## src/rtl/dispatchPkg.sv

```systemverilog
// Dispatch field widths, instruction class enum and the renamed and back-end packet structs
package dispatchPkg;

  localparam int CheckpointsC   = 8;   // Branch checkpoints, also the mask width
  localparam int CheckpointLogW = 3;
  localparam int PhysRegLogW    = 7;   // Physical register tag
  localparam int ArchRegLogW    = 5;
  localparam int ImmW           = 16;
  localparam int OpcodeW        = 8;
  localparam int PcW            = 32;
  localparam int CtiTagW        = 4;
  localparam int CountW         = 8;   // Occupancy counts, capacities up to 255

  typedef enum logic [2:0] {
    ClassIntAlu     = 3'd0,
    ClassComplexAlu = 3'd1,
    ClassControl    = 3'd2,
    ClassLoadStore  = 3'd3,
    ClassNop        = 3'd4
  } instClassE;

  // One instruction as it leaves rename
  typedef struct packed {
    logic [ArchRegLogW-1:0]    archDest;
    logic                      destValid;
    logic                      isStore;
    logic                      isLoad;
    logic [CheckpointsC-1:0]   branchMask;     // Unresolved branches it depends on
    logic [CheckpointLogW-1:0] ctrlCheckpoint;
    logic [PhysRegLogW-1:0]    physSrc1;
    logic [PhysRegLogW-1:0]    physSrc2;
    logic [PhysRegLogW-1:0]    physDest;
    logic [PhysRegLogW-1:0]    physOldDest;    // Freed at retire
    logic                      immValid;
    logic [ImmW-1:0]           imm;
    logic [1:0]                ldstSize;
    instClassE                 instClass;
    logic [OpcodeW-1:0]        opcode;
    logic [PcW-1:0]            pc;
    logic [CtiTagW-1:0]        ctiTag;
  } renamedPacketT;

  // Same as renamed packet minus archDest
  typedef struct packed {
    logic                      destValid;
    logic                      isStore;
    logic                      isLoad;
    logic [CheckpointsC-1:0]   branchMask;
    logic [CheckpointLogW-1:0] ctrlCheckpoint;
    logic [PhysRegLogW-1:0]    physSrc1;
    logic [PhysRegLogW-1:0]    physSrc2;
    logic [PhysRegLogW-1:0]    physDest;
    logic [PhysRegLogW-1:0]    physOldDest;
    logic                      immValid;
    logic [ImmW-1:0]           imm;
    logic [1:0]                ldstSize;
    instClassE                 instClass;
    logic [OpcodeW-1:0]        opcode;
    logic [PcW-1:0]            pc;
    logic [CtiTagW-1:0]        ctiTag;
  } issueQPacketT;

  typedef struct packed {
    logic                   isLoad;
    logic                   isStore;
    logic [PcW-1:0]         pc;
    logic [ArchRegLogW-1:0] archDest;
    logic [PhysRegLogW-1:0] physDest;
    logic [PhysRegLogW-1:0] physOldDest;
    logic                   destValid;
  } alPacketT;

  typedef struct packed {
    logic [CheckpointsC-1:0] branchMask;
    logic                    isStore;
    logic                    isLoad;
  } lsqPacketT;

  typedef struct packed {
    logic                      valid;
    logic [CheckpointLogW-1:0] checkpoint;  // Branch found correct
  } ctrlVerifyT;

  typedef struct packed {
    logic [CountW-1:0] loadQueueCnt;
    logic [CountW-1:0] storeQueueCnt;
    logic [CountW-1:0] issueQueueCnt;
    logic [CountW-1:0] activeListCnt;
  } occupancyT;

endpackage

```

## src/rtl/branchMaskUpdate.sv

```systemverilog
// Per-slot branch mask update that clears a verified checkpoint bit
`timescale 1ns/1ps

module branchMaskUpdate import dispatchPkg::*; #(
  parameter int DispatchWidth = 4
) (
  input  renamedPacketT           renamedPacket_i [DispatchWidth],
  input  ctrlVerifyT              ctrlVerify_i,
  output logic [CheckpointsC-1:0] updatedBranchMask_o [DispatchWidth]
);

  logic [CheckpointsC-1:0] clearMask;  // One-hot bit of the resolved branch

  always_comb begin
    clearMask = '0;
    if (ctrlVerify_i.valid) begin
      clearMask[ctrlVerify_i.checkpoint] = 1'b1;
    end
  end

  // A correctly resolved branch no longer guards any younger instruction,
  // so every slot in the group drops that dependency the same way
  always_comb begin
    for (int i = 0; i < DispatchWidth; i++) begin
      updatedBranchMask_o[i] = renamedPacket_i[i].branchMask & ~clearMask;
    end
  end

endmodule

```

## src/rtl/dispatchPacketizer.sv

```systemverilog
// Splits each instruction into issue queue, active list and LSQ packets and registers them
`timescale 1ns/1ps

module dispatchPacketizer import dispatchPkg::*; #(
  parameter int DispatchWidth = 4
) (
  input  logic                    clk,
  input  logic                    rstN_i,
  input  logic                    dispatchEn_i,  // Back end ready, capture group
  input  renamedPacketT           renamedPacket_i [DispatchWidth],
  input  logic [CheckpointsC-1:0] updatedBranchMask_i [DispatchWidth],
  output issueQPacketT            issueQPacket_o [DispatchWidth],
  output alPacketT                alPacket_o [DispatchWidth],
  output lsqPacketT               lsqPacket_o [DispatchWidth],
  output logic                    dispatchValid_o
);

  issueQPacketT issueQPacketNext [DispatchWidth];
  alPacketT     alPacketNext [DispatchWidth];
  lsqPacketT    lsqPacketNext [DispatchWidth];

  always_comb begin
    for (int i = 0; i < DispatchWidth; i++) begin
      issueQPacketNext[i].destValid      = renamedPacket_i[i].destValid;
      issueQPacketNext[i].isStore        = renamedPacket_i[i].isStore;
      issueQPacketNext[i].isLoad         = renamedPacket_i[i].isLoad;
      issueQPacketNext[i].branchMask     = updatedBranchMask_i[i];  // Verified bit dropped
      issueQPacketNext[i].ctrlCheckpoint = renamedPacket_i[i].ctrlCheckpoint;
      issueQPacketNext[i].physSrc1       = renamedPacket_i[i].physSrc1;
      issueQPacketNext[i].physSrc2       = renamedPacket_i[i].physSrc2;
      issueQPacketNext[i].physDest       = renamedPacket_i[i].physDest;
      issueQPacketNext[i].physOldDest    = renamedPacket_i[i].physOldDest;
      issueQPacketNext[i].immValid       = renamedPacket_i[i].immValid;
      issueQPacketNext[i].imm            = renamedPacket_i[i].imm;
      issueQPacketNext[i].ldstSize       = renamedPacket_i[i].ldstSize;
      issueQPacketNext[i].instClass      = renamedPacket_i[i].instClass;
      issueQPacketNext[i].opcode         = renamedPacket_i[i].opcode;
      issueQPacketNext[i].pc             = renamedPacket_i[i].pc;
      issueQPacketNext[i].ctiTag         = renamedPacket_i[i].ctiTag;

      // Active list keeps what retire needs to commit or roll back
      alPacketNext[i].isLoad      = renamedPacket_i[i].isLoad;
      alPacketNext[i].isStore     = renamedPacket_i[i].isStore;
      alPacketNext[i].pc          = renamedPacket_i[i].pc;
      alPacketNext[i].archDest    = renamedPacket_i[i].archDest;
      alPacketNext[i].physDest    = renamedPacket_i[i].physDest;
      alPacketNext[i].physOldDest = renamedPacket_i[i].physOldDest;
      alPacketNext[i].destValid   = renamedPacket_i[i].destValid;

      lsqPacketNext[i].branchMask = updatedBranchMask_i[i];
      lsqPacketNext[i].isStore    = renamedPacket_i[i].isStore;
      lsqPacketNext[i].isLoad     = renamedPacket_i[i].isLoad;
    end
  end

  // Packets hold their last group, only the valid flag drops on idle cycles
  always_ff @(posedge clk or negedge rstN_i) begin
    if (!rstN_i) begin
      dispatchValid_o <= 1'b0;
      for (int i = 0; i < DispatchWidth; i++) begin
        issueQPacket_o[i] <= '0;
        alPacket_o[i]     <= '0;
        lsqPacket_o[i]    <= '0;
      end
    end else begin
      dispatchValid_o <= dispatchEn_i;
      if (dispatchEn_i) begin
        for (int i = 0; i < DispatchWidth; i++) begin
          issueQPacket_o[i] <= issueQPacketNext[i];
          alPacket_o[i]     <= alPacketNext[i];
          lsqPacket_o[i]    <= lsqPacketNext[i];
        end
      end
    end
  end

endmodule

```

## src/rtl/dispatchTop.sv

```systemverilog
// Dispatch stage top level with branch mask update, resource check and packetizer
`timescale 1ns/1ps

module dispatchTop import dispatchPkg::*; #(
  parameter int DispatchWidth   = 4,
  parameter int LsqDepth        = 32,
  parameter int IssueQDepth     = 32,
  parameter int ActiveListDepth = 64
) (
  input  logic                    clk,
  input  logic                    rstN_i,
  input  renamedPacketT           renamedPacket_i [DispatchWidth],
  input  logic                    renameReady_i,   // Rename holds a full group
  input  logic                    flagRecoverEx_i,
  input  ctrlVerifyT              ctrlVerify_i,
  input  occupancyT               occupancy_i,
  output issueQPacketT            issueQPacket_o [DispatchWidth],
  output alPacketT                alPacket_o [DispatchWidth],
  output lsqPacketT               lsqPacket_o [DispatchWidth],
  output logic                    dispatchValid_o,
  output logic [CheckpointsC-1:0] updatedBranchMask_o [DispatchWidth],
  output logic                    backEndReady_o,
  output logic                    stallFrontEnd_o
);

  // Masks also go back toward the rename pipeline register
  branchMaskUpdate #(
    .DispatchWidth      (DispatchWidth)
  ) u_branchMaskUpdate (
    .renamedPacket_i    (renamedPacket_i),
    .ctrlVerify_i       (ctrlVerify_i),
    .updatedBranchMask_o(updatedBranchMask_o)
  );

  resourceCheck #(
    .DispatchWidth  (DispatchWidth),
    .LsqDepth       (LsqDepth),
    .IssueQDepth    (IssueQDepth),
    .ActiveListDepth(ActiveListDepth)
  ) u_resourceCheck (
    .renamedPacket_i(renamedPacket_i),
    .occupancy_i    (occupancy_i),
    .renameReady_i  (renameReady_i),
    .flagRecoverEx_i(flagRecoverEx_i),
    .backEndReady_o (backEndReady_o),
    .stallFrontEnd_o(stallFrontEnd_o)
  );

  dispatchPacketizer #(
    .DispatchWidth      (DispatchWidth)
  ) u_dispatchPacketizer (
    .clk                (clk),
    .rstN_i             (rstN_i),
    .dispatchEn_i       (backEndReady_o),  // Capture on every ready cycle
    .renamedPacket_i    (renamedPacket_i),
    .updatedBranchMask_i(updatedBranchMask_o),
    .issueQPacket_o     (issueQPacket_o),
    .alPacket_o         (alPacket_o),
    .lsqPacket_o        (lsqPacket_o),
    .dispatchValid_o    (dispatchValid_o)
  );

endmodule

```

## src/rtl/resourceCheck.sv

```systemverilog
// Load and store counting and back-end capacity check with ready and stall outputs
`timescale 1ns/1ps

module resourceCheck import dispatchPkg::*; #(
  parameter int DispatchWidth   = 4,
  parameter int LsqDepth        = 32,
  parameter int IssueQDepth     = 32,
  parameter int ActiveListDepth = 64
) (
  input  renamedPacketT renamedPacket_i [DispatchWidth],
  input  occupancyT     occupancy_i,
  input  logic          renameReady_i,
  input  logic          flagRecoverEx_i,
  output logic          backEndReady_o,
  output logic          stallFrontEnd_o
);

  localparam int GrpCntW = $clog2(DispatchWidth + 1);  // Holds 0..DispatchWidth
  localparam int SumW    = CountW + 1;                  // Count plus group, no wrap

  logic [GrpCntW-1:0] loadCnt;
  logic [GrpCntW-1:0] storeCnt;
  logic               loadStall;
  logic               storeStall;
  logic               issueQStall;
  logic               activeListStall;
  logic               resourceStall;

  always_comb begin
    loadCnt  = '0;
    storeCnt = '0;
    for (int i = 0; i < DispatchWidth; i++) begin
      loadCnt  = loadCnt + GrpCntW'(renamedPacket_i[i].isLoad);
      storeCnt = storeCnt + GrpCntW'(renamedPacket_i[i].isStore);
    end
  end

  // Load and store queues only take what the group actually holds
  assign loadStall  = ({1'b0, occupancy_i.loadQueueCnt} + SumW'(loadCnt))
                      > SumW'(LsqDepth);
  assign storeStall = ({1'b0, occupancy_i.storeQueueCnt} + SumW'(storeCnt))
                      > SumW'(LsqDepth);

  // Issue queue and active list reserve a full group
  assign issueQStall     = ({1'b0, occupancy_i.issueQueueCnt} + SumW'(DispatchWidth))
                           > SumW'(IssueQDepth);
  assign activeListStall = ({1'b0, occupancy_i.activeListCnt} + SumW'(DispatchWidth))
                           > SumW'(ActiveListDepth);

  assign resourceStall   = loadStall | storeStall | issueQStall | activeListStall;

  assign stallFrontEnd_o = resourceStall;
  assign backEndReady_o  = renameReady_i & ~resourceStall & ~flagRecoverEx_i;

endmodule
```

## config.mk

```make
export PLATFORM = sky130hd
export DESIGN_NAME = dispatchTop
export DESIGN_NICKNAME = d
export VERILOG_FILES = /design/src/rtl/dispatchPkg.sv /design/src/rtl/branchMaskUpdate.sv /design/src/rtl/dispatchPacketizer.sv /design/src/rtl/dispatchTop.sv /design/src/rtl/resourceCheck.sv
export SDC_FILE = /design/constraint.sdc
export NUM_CORES = 1
export LEC_CHECK = 0
export ABC_AREA = 0
export BUFFER_PORTS_ARGS = -buffer_cell sky130_fd_sc_hd__buf_4
export CORE_AREA = 2 2 479 481
export CTS_CLUSTER_SIZE = 20
export DETAILED_ROUTE_END_ITERATION = 6
export DIE_AREA = 0 0 481 483
export GPL_ROUTABILITY_DRIVEN = 0
export SETUP_SLACK_MARGIN = 0.5
export SYNTH_ARGS = -nofsm -noshare
export SYNTH_HDL_FRONTEND = slang
export SYNTH_SLANG_ARGS = --single-unit
```

## constraint.sdc

```tcl
create_clock -name clk -period 2.4 [get_ports clk]
set_input_delay 0.12 -clock clk [delete_from_list [all_inputs] [get_ports clk]]
set_output_delay 0.12 -clock clk [all_outputs]
set_load 0.05 [all_outputs]
```

[Yosys cells after proc, flatten, opt, wreduce, memory -nomap -nowiden]
Index checks and enable logic that the tools add are counted.
Operators by class
  add/sub/neg operators: 10
  $mul: 0
  divide/modulo/power cells: 0
  $lt $le $gt $ge: 6
  equality and inequality tests: 0
  shifts and indexed selects: 0
  multiplexer cells: 3
  bitwise gates (word level): 12
  reductions and logical operators: 1
Operator list (number)
  $and A8 B8 Y8: 4
  $gt A9 B6 Y1 const B: 3
  $add A8 B3 Y9: 2
  $add A8 B3 Y9 const B: 2
  $add A3 B1 Y3: 4
  $gt A9 B7 Y1 const B: 1
  $mux W8: 1
  $not A8 Y8: 1
  $add A1 B1 Y2: 2
  $lt A3 B4 Y1 const B: 1
  $demux W1 S3: 1
  $ge A3 B1 Y1 const B: 1
  $or A1 B1 Y1: 3
  $and A1 B1 Y1: 2
  $not A1 Y1: 2
  $logic_and A1 B1 Y1: 1
  $mux W1: 1
Storage, ports and cells
  register bits after elaboration: 453
  bits in latches: 0
  RAM bits: 0
  ROM bits: 0
  output and inout port bits: 723
  logic and storage cells: 101
  memories: 0

[Depth between registers and ports, before layout]
  depth after elaboration: 11
  mapped depth: 15

[Cells and area by module]
Synthesis repeated with hierarchy kept, for this count alone.
Second synthesis, totals
  cells, all modules: 1282
  area, all modules: 20450.9 µm²
By module, submodules not included
  dispatchPacketizer: instances 1, cells each 1191, area an instance 19695.1 µm²
  resourceCheck: instances 1, cells each 51, area an instance 420.4 µm²
  branchMaskUpdate: instances 1, cells each 40, area an instance 335.3 µm²

[Least setup slack after synthesis]
Ideal clock, no wire load.
  kind: input to register
  from: input port renamedPacket_i[332] in the netlist's numbering
  to: register u_dispatchPacketizer.dispatchValid_o
  library setup time: 0.299 ns
  data arrival time: 3.961 ns
  required time: 2.101 ns
  slack: -1.860 ns
  cell stages on the path: 12
  buffers on the path: 0
  cell sequence: ha_1 -> inv_1 -> fa_1 -> inv_1 -> ha_1 -> inv_1 -> fa_1 -> nor4bb_1 -> a211oi_2 -> o2bb2ai_1 -> nand2b_1 -> nor4b_1
Between the ends
  word-level cells in the longest chain between the ends: 11
RTL lines
  from (decl): RTL line dispatchTop.sv:12  | input renamedPacketT renamedPacket_i [DispatchWidth],
  $add A1 B1 Y2: RTL line resourceCheck.sv:34  | storeCnt = storeCnt + GrpCntW'(renamedPacket_i[i].isStore);
  $add A3 B1 Y3 (2 in a row): RTL line resourceCheck.sv:34
  $add A8 B3 Y9: RTL line resourceCheck.sv:41  | assign storeStall = ({1'b0, occupancy_i.storeQueueCnt} + SumW'(storeCnt))
  $gt A9 B6 Y1: RTL line resourceCheck.sv:42  | > SumW'(LsqDepth);
  $or A1 B1 Y1 (3 in a row): RTL line resourceCheck.sv:50  | assign resourceStall = loadStall | storeStall | issueQStall | activeListStall;
  $not A1 Y1: RTL line resourceCheck.sv:53  | assign backEndReady_o = renameReady_i & ~resourceStall & ~flagRecoverEx_i;
  $and A1 B1 Y1 (2 in a row): RTL line resourceCheck.sv:53
  via backEndReady_o: RTL line dispatchTop.sv:22  | output logic backEndReady_o,
  to (signal assigned): RTL line dispatchPacketizer.sv:66  | dispatchValid_o <= dispatchEn_i;
  to (decl): RTL line dispatchPacketizer.sv:15  | output logic dispatchValid_o
The timed path passes the listed nets, and every way through them passes these cells.
A chain may end at the register's enable or synchronous reset.

[Worst setup path after layout]
  from: input port renamedPacket_i[331] in the netlist's numbering
  to: register, netlist name u_dispatchPacketizer.issueQPacket_o[328]
Between the ends
  word-level cells in the longest chain between the ends: 11
RTL lines
  $add A1 B1 Y2: RTL line resourceCheck.sv:33  | loadCnt = loadCnt + GrpCntW'(renamedPacket_i[i].isLoad);
  $add A3 B1 Y3 (2 in a row): RTL line resourceCheck.sv:33
  $add A8 B3 Y9: RTL line resourceCheck.sv:39  | assign loadStall = ({1'b0, occupancy_i.loadQueueCnt} + SumW'(loadCnt))
  $gt A9 B6 Y1: RTL line resourceCheck.sv:40  | > SumW'(LsqDepth);
  $or A1 B1 Y1 (3 in a row): RTL line resourceCheck.sv:50
  $not A1 Y1: RTL line resourceCheck.sv:53
  $and A1 B1 Y1 (2 in a row): RTL line resourceCheck.sv:53
Every way passes these cells.

==> metrics.txt <==
slowest CP cell fa_1; DRC viols 0; prevailing post-synth register cell dfrtp_1; RR Startpoint u_dispatchPacketizer.issueQPacket_o[318]; final hold viol count 0; Max Root-Sink Buffers 3; fin crit period 3.13 ns; slew at the pin closest to its max-slew limit 0.749 ns; clk sinks 453; critical path peak fanout 8; wire per inst 25.7 µm; share of cells above drive strength 1 64.9%; failing checks setup timing; GRT Overall Usage 12.7%; register area share after synthesis 55.0%; Worst Skew 0 ns; YS warnings 0; largest net degree at the start of global routing 61; RSZ-0062 raised after global routing true; starting density of the core 9.09%; core area 227000 µm²; clock network power share 47.6%; CP peak stage delay 0.48 ns; Root Driver clkbuf_16; Worst Path Buf+Inv 11; Slew Limit Fails 0; total power 0.0197 W; die height 483 µm; fin cells 6050; status finished, violations left; Critical Path Sink u_dispatchPacketizer.issueQPacket_o[328]; final core occ 17.9%; Max Clock Freq 319 MHz; CTS tree yes; Final period util 130%; Static Leak 19.8 nW; EDFF count, synth 0; CP Launch Type primary input; Pwr Density 484 nW/µm²; Mapped Nets 1823; remaining global-route overflow 0; Initial DRC Count 880; clock latency on the worst-skew pair 0.68 ns; number of global-route vias before repair 18500; Worst Path Arrival 3.67 ns; Buffers on Ports 1214; Clk pin slew, worst setup/hold paths 0.06 ns; Total Wirelength 156000 µm; number of synthesized register bits 453; reg2reg setup slack 1.41 ns; Pint 0.0146 W; CP endpoint kind flop; hold crit path type in2reg; DR pass1 iterations 5; Slew headroom 49.7%; crit path kind in2reg; DP HPWL 133000 µm; remaining antenna violation count 0; first-pass GRT wire length 195000 µm; R2R depth 1; # IOs 1215; Area growth, synth to finish 96.9%; initial antenna violation count 231; Peak VDD IR 549 µV; Combinational Power Share 13.2%; Mapped Avg Cell Area 15.7 µm²; WP data required 2.94 ns; pre-CTS setup slack -1.43 ns; Seq pwr share 39.2%; Max H-tree Level 2; post-synth cell types 39; Async S/R FF share, synth 100%; total CTS buffers 57; gate count after technology mapping 1317; r2r endpoint u_dispatchPacketizer.issueQPacket_o[318]; CP delay by family, top adder cells; placed cell count 5341; first element of the critical path renamedPacket_i[331]; NetSw 0.00506 W; die area 232000 µm²; final setup fails 455; row cnt 175; synthesized area 20600 µm²; cell with the most instances on the worst path buf_12; width of the chip 481 µm; switching share of power 25.7%; DR vias/cell 3.01; worst-path cell chain buf_8, ha_4, inv_2, fa_1, inv_1, ha_2, inv_2, fa_1, nor2b_4, o21ai_2, a311oi_2, buf_4, buf_6, and4b_4, buf_12, buf_12, buf_16, buf_12, buf_16, mux2_4; max_cap viols 0; critical path depth 20; Layout Nets 3416; vias after detailed routing 18200; setup slack after layout -0.731 ns
[power groups by stage]
| stage | Sequential, W | Combinational, W | Clock (W) |
|---|---|---|---|
| 2_1_floorplan | 0.00793 | 0.000415 | 0 |
| 3_3_place_gp | 0.00783 | 0.00163 | 0 |
| 3_5_place_dp | 0.00783 | 0.00166 | 0 |
| 4_1_cts | 0.00770 | 0.00264 | 0.00975 |
| 5_1_grt | 0.00770 | 0.00276 | 0.00998 |
| 6_report | 0.00770 | 0.00260 | 0.00937 |
[per-layer routing]
layer / GRT usage [%] / up-vias / wire length, µm / share of wire, %
met2: 20.0 / 1121 / 68300 / 44
met3: 6.78 / 446 / 19400 / 12
met5: 0 / - / 1260 / 0.81
met1: 14.6 / 8825 / 60400 / 39
met4: 4.36 / 192 / 6310 / 4.1
li1: - / 7617 / - / -
[synth_stat cells (6+ instances only)]
cell / instances / area (µm²)
nand2b_1: 6 / 37.5
inv_1: 20 / 75.1
buf_8: 10 / 150
nand3_1: 7 / 35.0
nor2b_1: 14 / 87.6
ha_1: 10 / 125
buf_2: 8 / 40.0
dfrtp_1: 453 / 11300
buf_4: 246 / 1850
nand2_1: 6 / 22.5
and2_1: 24 / 150
mux2_2: 172 / 1940
mux2_4: 280 / 4200
buf_6: 22 / 248
[sequential cells by signal, summed over array words and instances, names as in the netlist]
| register | count |
|---|---|
| u_dispatchPacketizer.alPacket_o | 23 |
| u_dispatchPacketizer.lsqPacket_o | 8 |
| u_dispatchPacketizer.dispatchValid_o | 1 |
| u_dispatchPacketizer.issueQPacket_o | 421 |
[cell usage in the layout (no fill, tap or decap), types with 2 or more instances in the layout]
| cell | n |
|---|---|
| nand4_1 | 2 |
| clkbuf_8 | 9 |
| dlygate4sd3_1 | 467 |
| nor4b_4 | 2 |
| clkbuf_1 | 13 |
| bufinv_16 | 9 |
| diode_2 | 86 |
| nand2_1 | 6 |
| buf_6 | 28 |
| a21oi_1 | 2 |
| clkinv_2 | 8 |
| ha_2 | 2 |
| and2_1 | 24 |
| buf_8 | 13 |
| dfrtp_1 | 453 |
| inv_1 | 16 |
| clkbuf_16 | 61 |
| nand2b_1 | 5 |
| nand3_1 | 7 |
| nor2b_1 | 13 |
| mux2_4 | 373 |
| buf_16 | 20 |
| inv_2 | 4 |
| ha_4 | 2 |
| nor3_1 | 2 |
| ha_1 | 6 |
| o21ai_0 | 2 |
| buf_12 | 24 |
| clkinv_16 | 2 |
| fa_1 | 3 |
| clkinv_4 | 3 |
| buf_4 | 1264 |
| mux2_2 | 79 |
| nor2_1 | 4 |
| clkinvlp_4 | 3 |
[layout make-up]
class                   count  area, µm²
clock buffers              79       1600
fillers                 24800     186000
flip-flops and latches    453      11300
well taps                3009       3760
multi-input cells         558       7410
clock inverters            25        419
diodes                     86        215
repair buffers           1820      15800
inverters                  20       75.1
[how the worst min path moves through the flow]
stage / end / startpoint / cells after the start
2_1_floorplan: u_dispatchPacketizer.alPacket_o[123] / rstN_i / 0
3_3_place_gp: u_dispatchPacketizer.issueQPacket_o[116] / rstN_i / 1
3_5_place_dp: u_dispatchPacketizer.issueQPacket_o[120] / rstN_i / 1
4_1_cts: u_dispatchPacketizer.issueQPacket_o[321] / renamedPacket_i[331] / 2
5_1_grt: u_dispatchPacketizer.issueQPacket_o[209] / ctrlVerify_i[1] / 4
6_report: u_dispatchPacketizer.issueQPacket_o[209] / ctrlVerify_i[1] / 4
[worst min-delay path, cell delays in order]
cell and delay [ns]:
buf_4 0.11, nor3_1 0.12, nor2b_1 0.22, mux2_4 0.18
[metrics by stage]
stage	TNS [ns]	area, µm²	hold WS [ns]
finish	-279.79	40600	0.103
global route	-320.05	40500	0.0971
CTS	-274.32	39900	-0.403
detailed placement	-607.94	32200	0.202
global placement	-656.69	32200	0.200
floorplan	-338.21	20900	-0.176
[logic make-up (layout without fill, tap and decap cells)]
| family | Yosys count | in the layout | synth area share, % |
|---|---|---|---|
| flip-flops | 453 | 453 | 55.0 |
| AND/OR/NAND/NOR | 75 | 75 | 2.22 |
| other | 0 | 86 | 0 |
| buffers and inverters | 306 | 1944 | 11.4 |
| adder cells (fa/ha/maj) | 14 | 14 | 0.995 |
| AO/OA/AOI/OAI | 17 | 17 | 0.625 |
| multiplexers | 452 | 452 | 29.8 |
[repair_timing]
item | CTS | global route
cloned | 11 | 4
endpoints found under the setup margin | 457 | 462
resized for setup | 125 | 79
buffers inserted | 25 | 12
pin swaps | 7 | 7
endpoints found under the hold margin | 795 | 1
hold buffers | 466 | 1
Power figures use the tool's default switching activity.
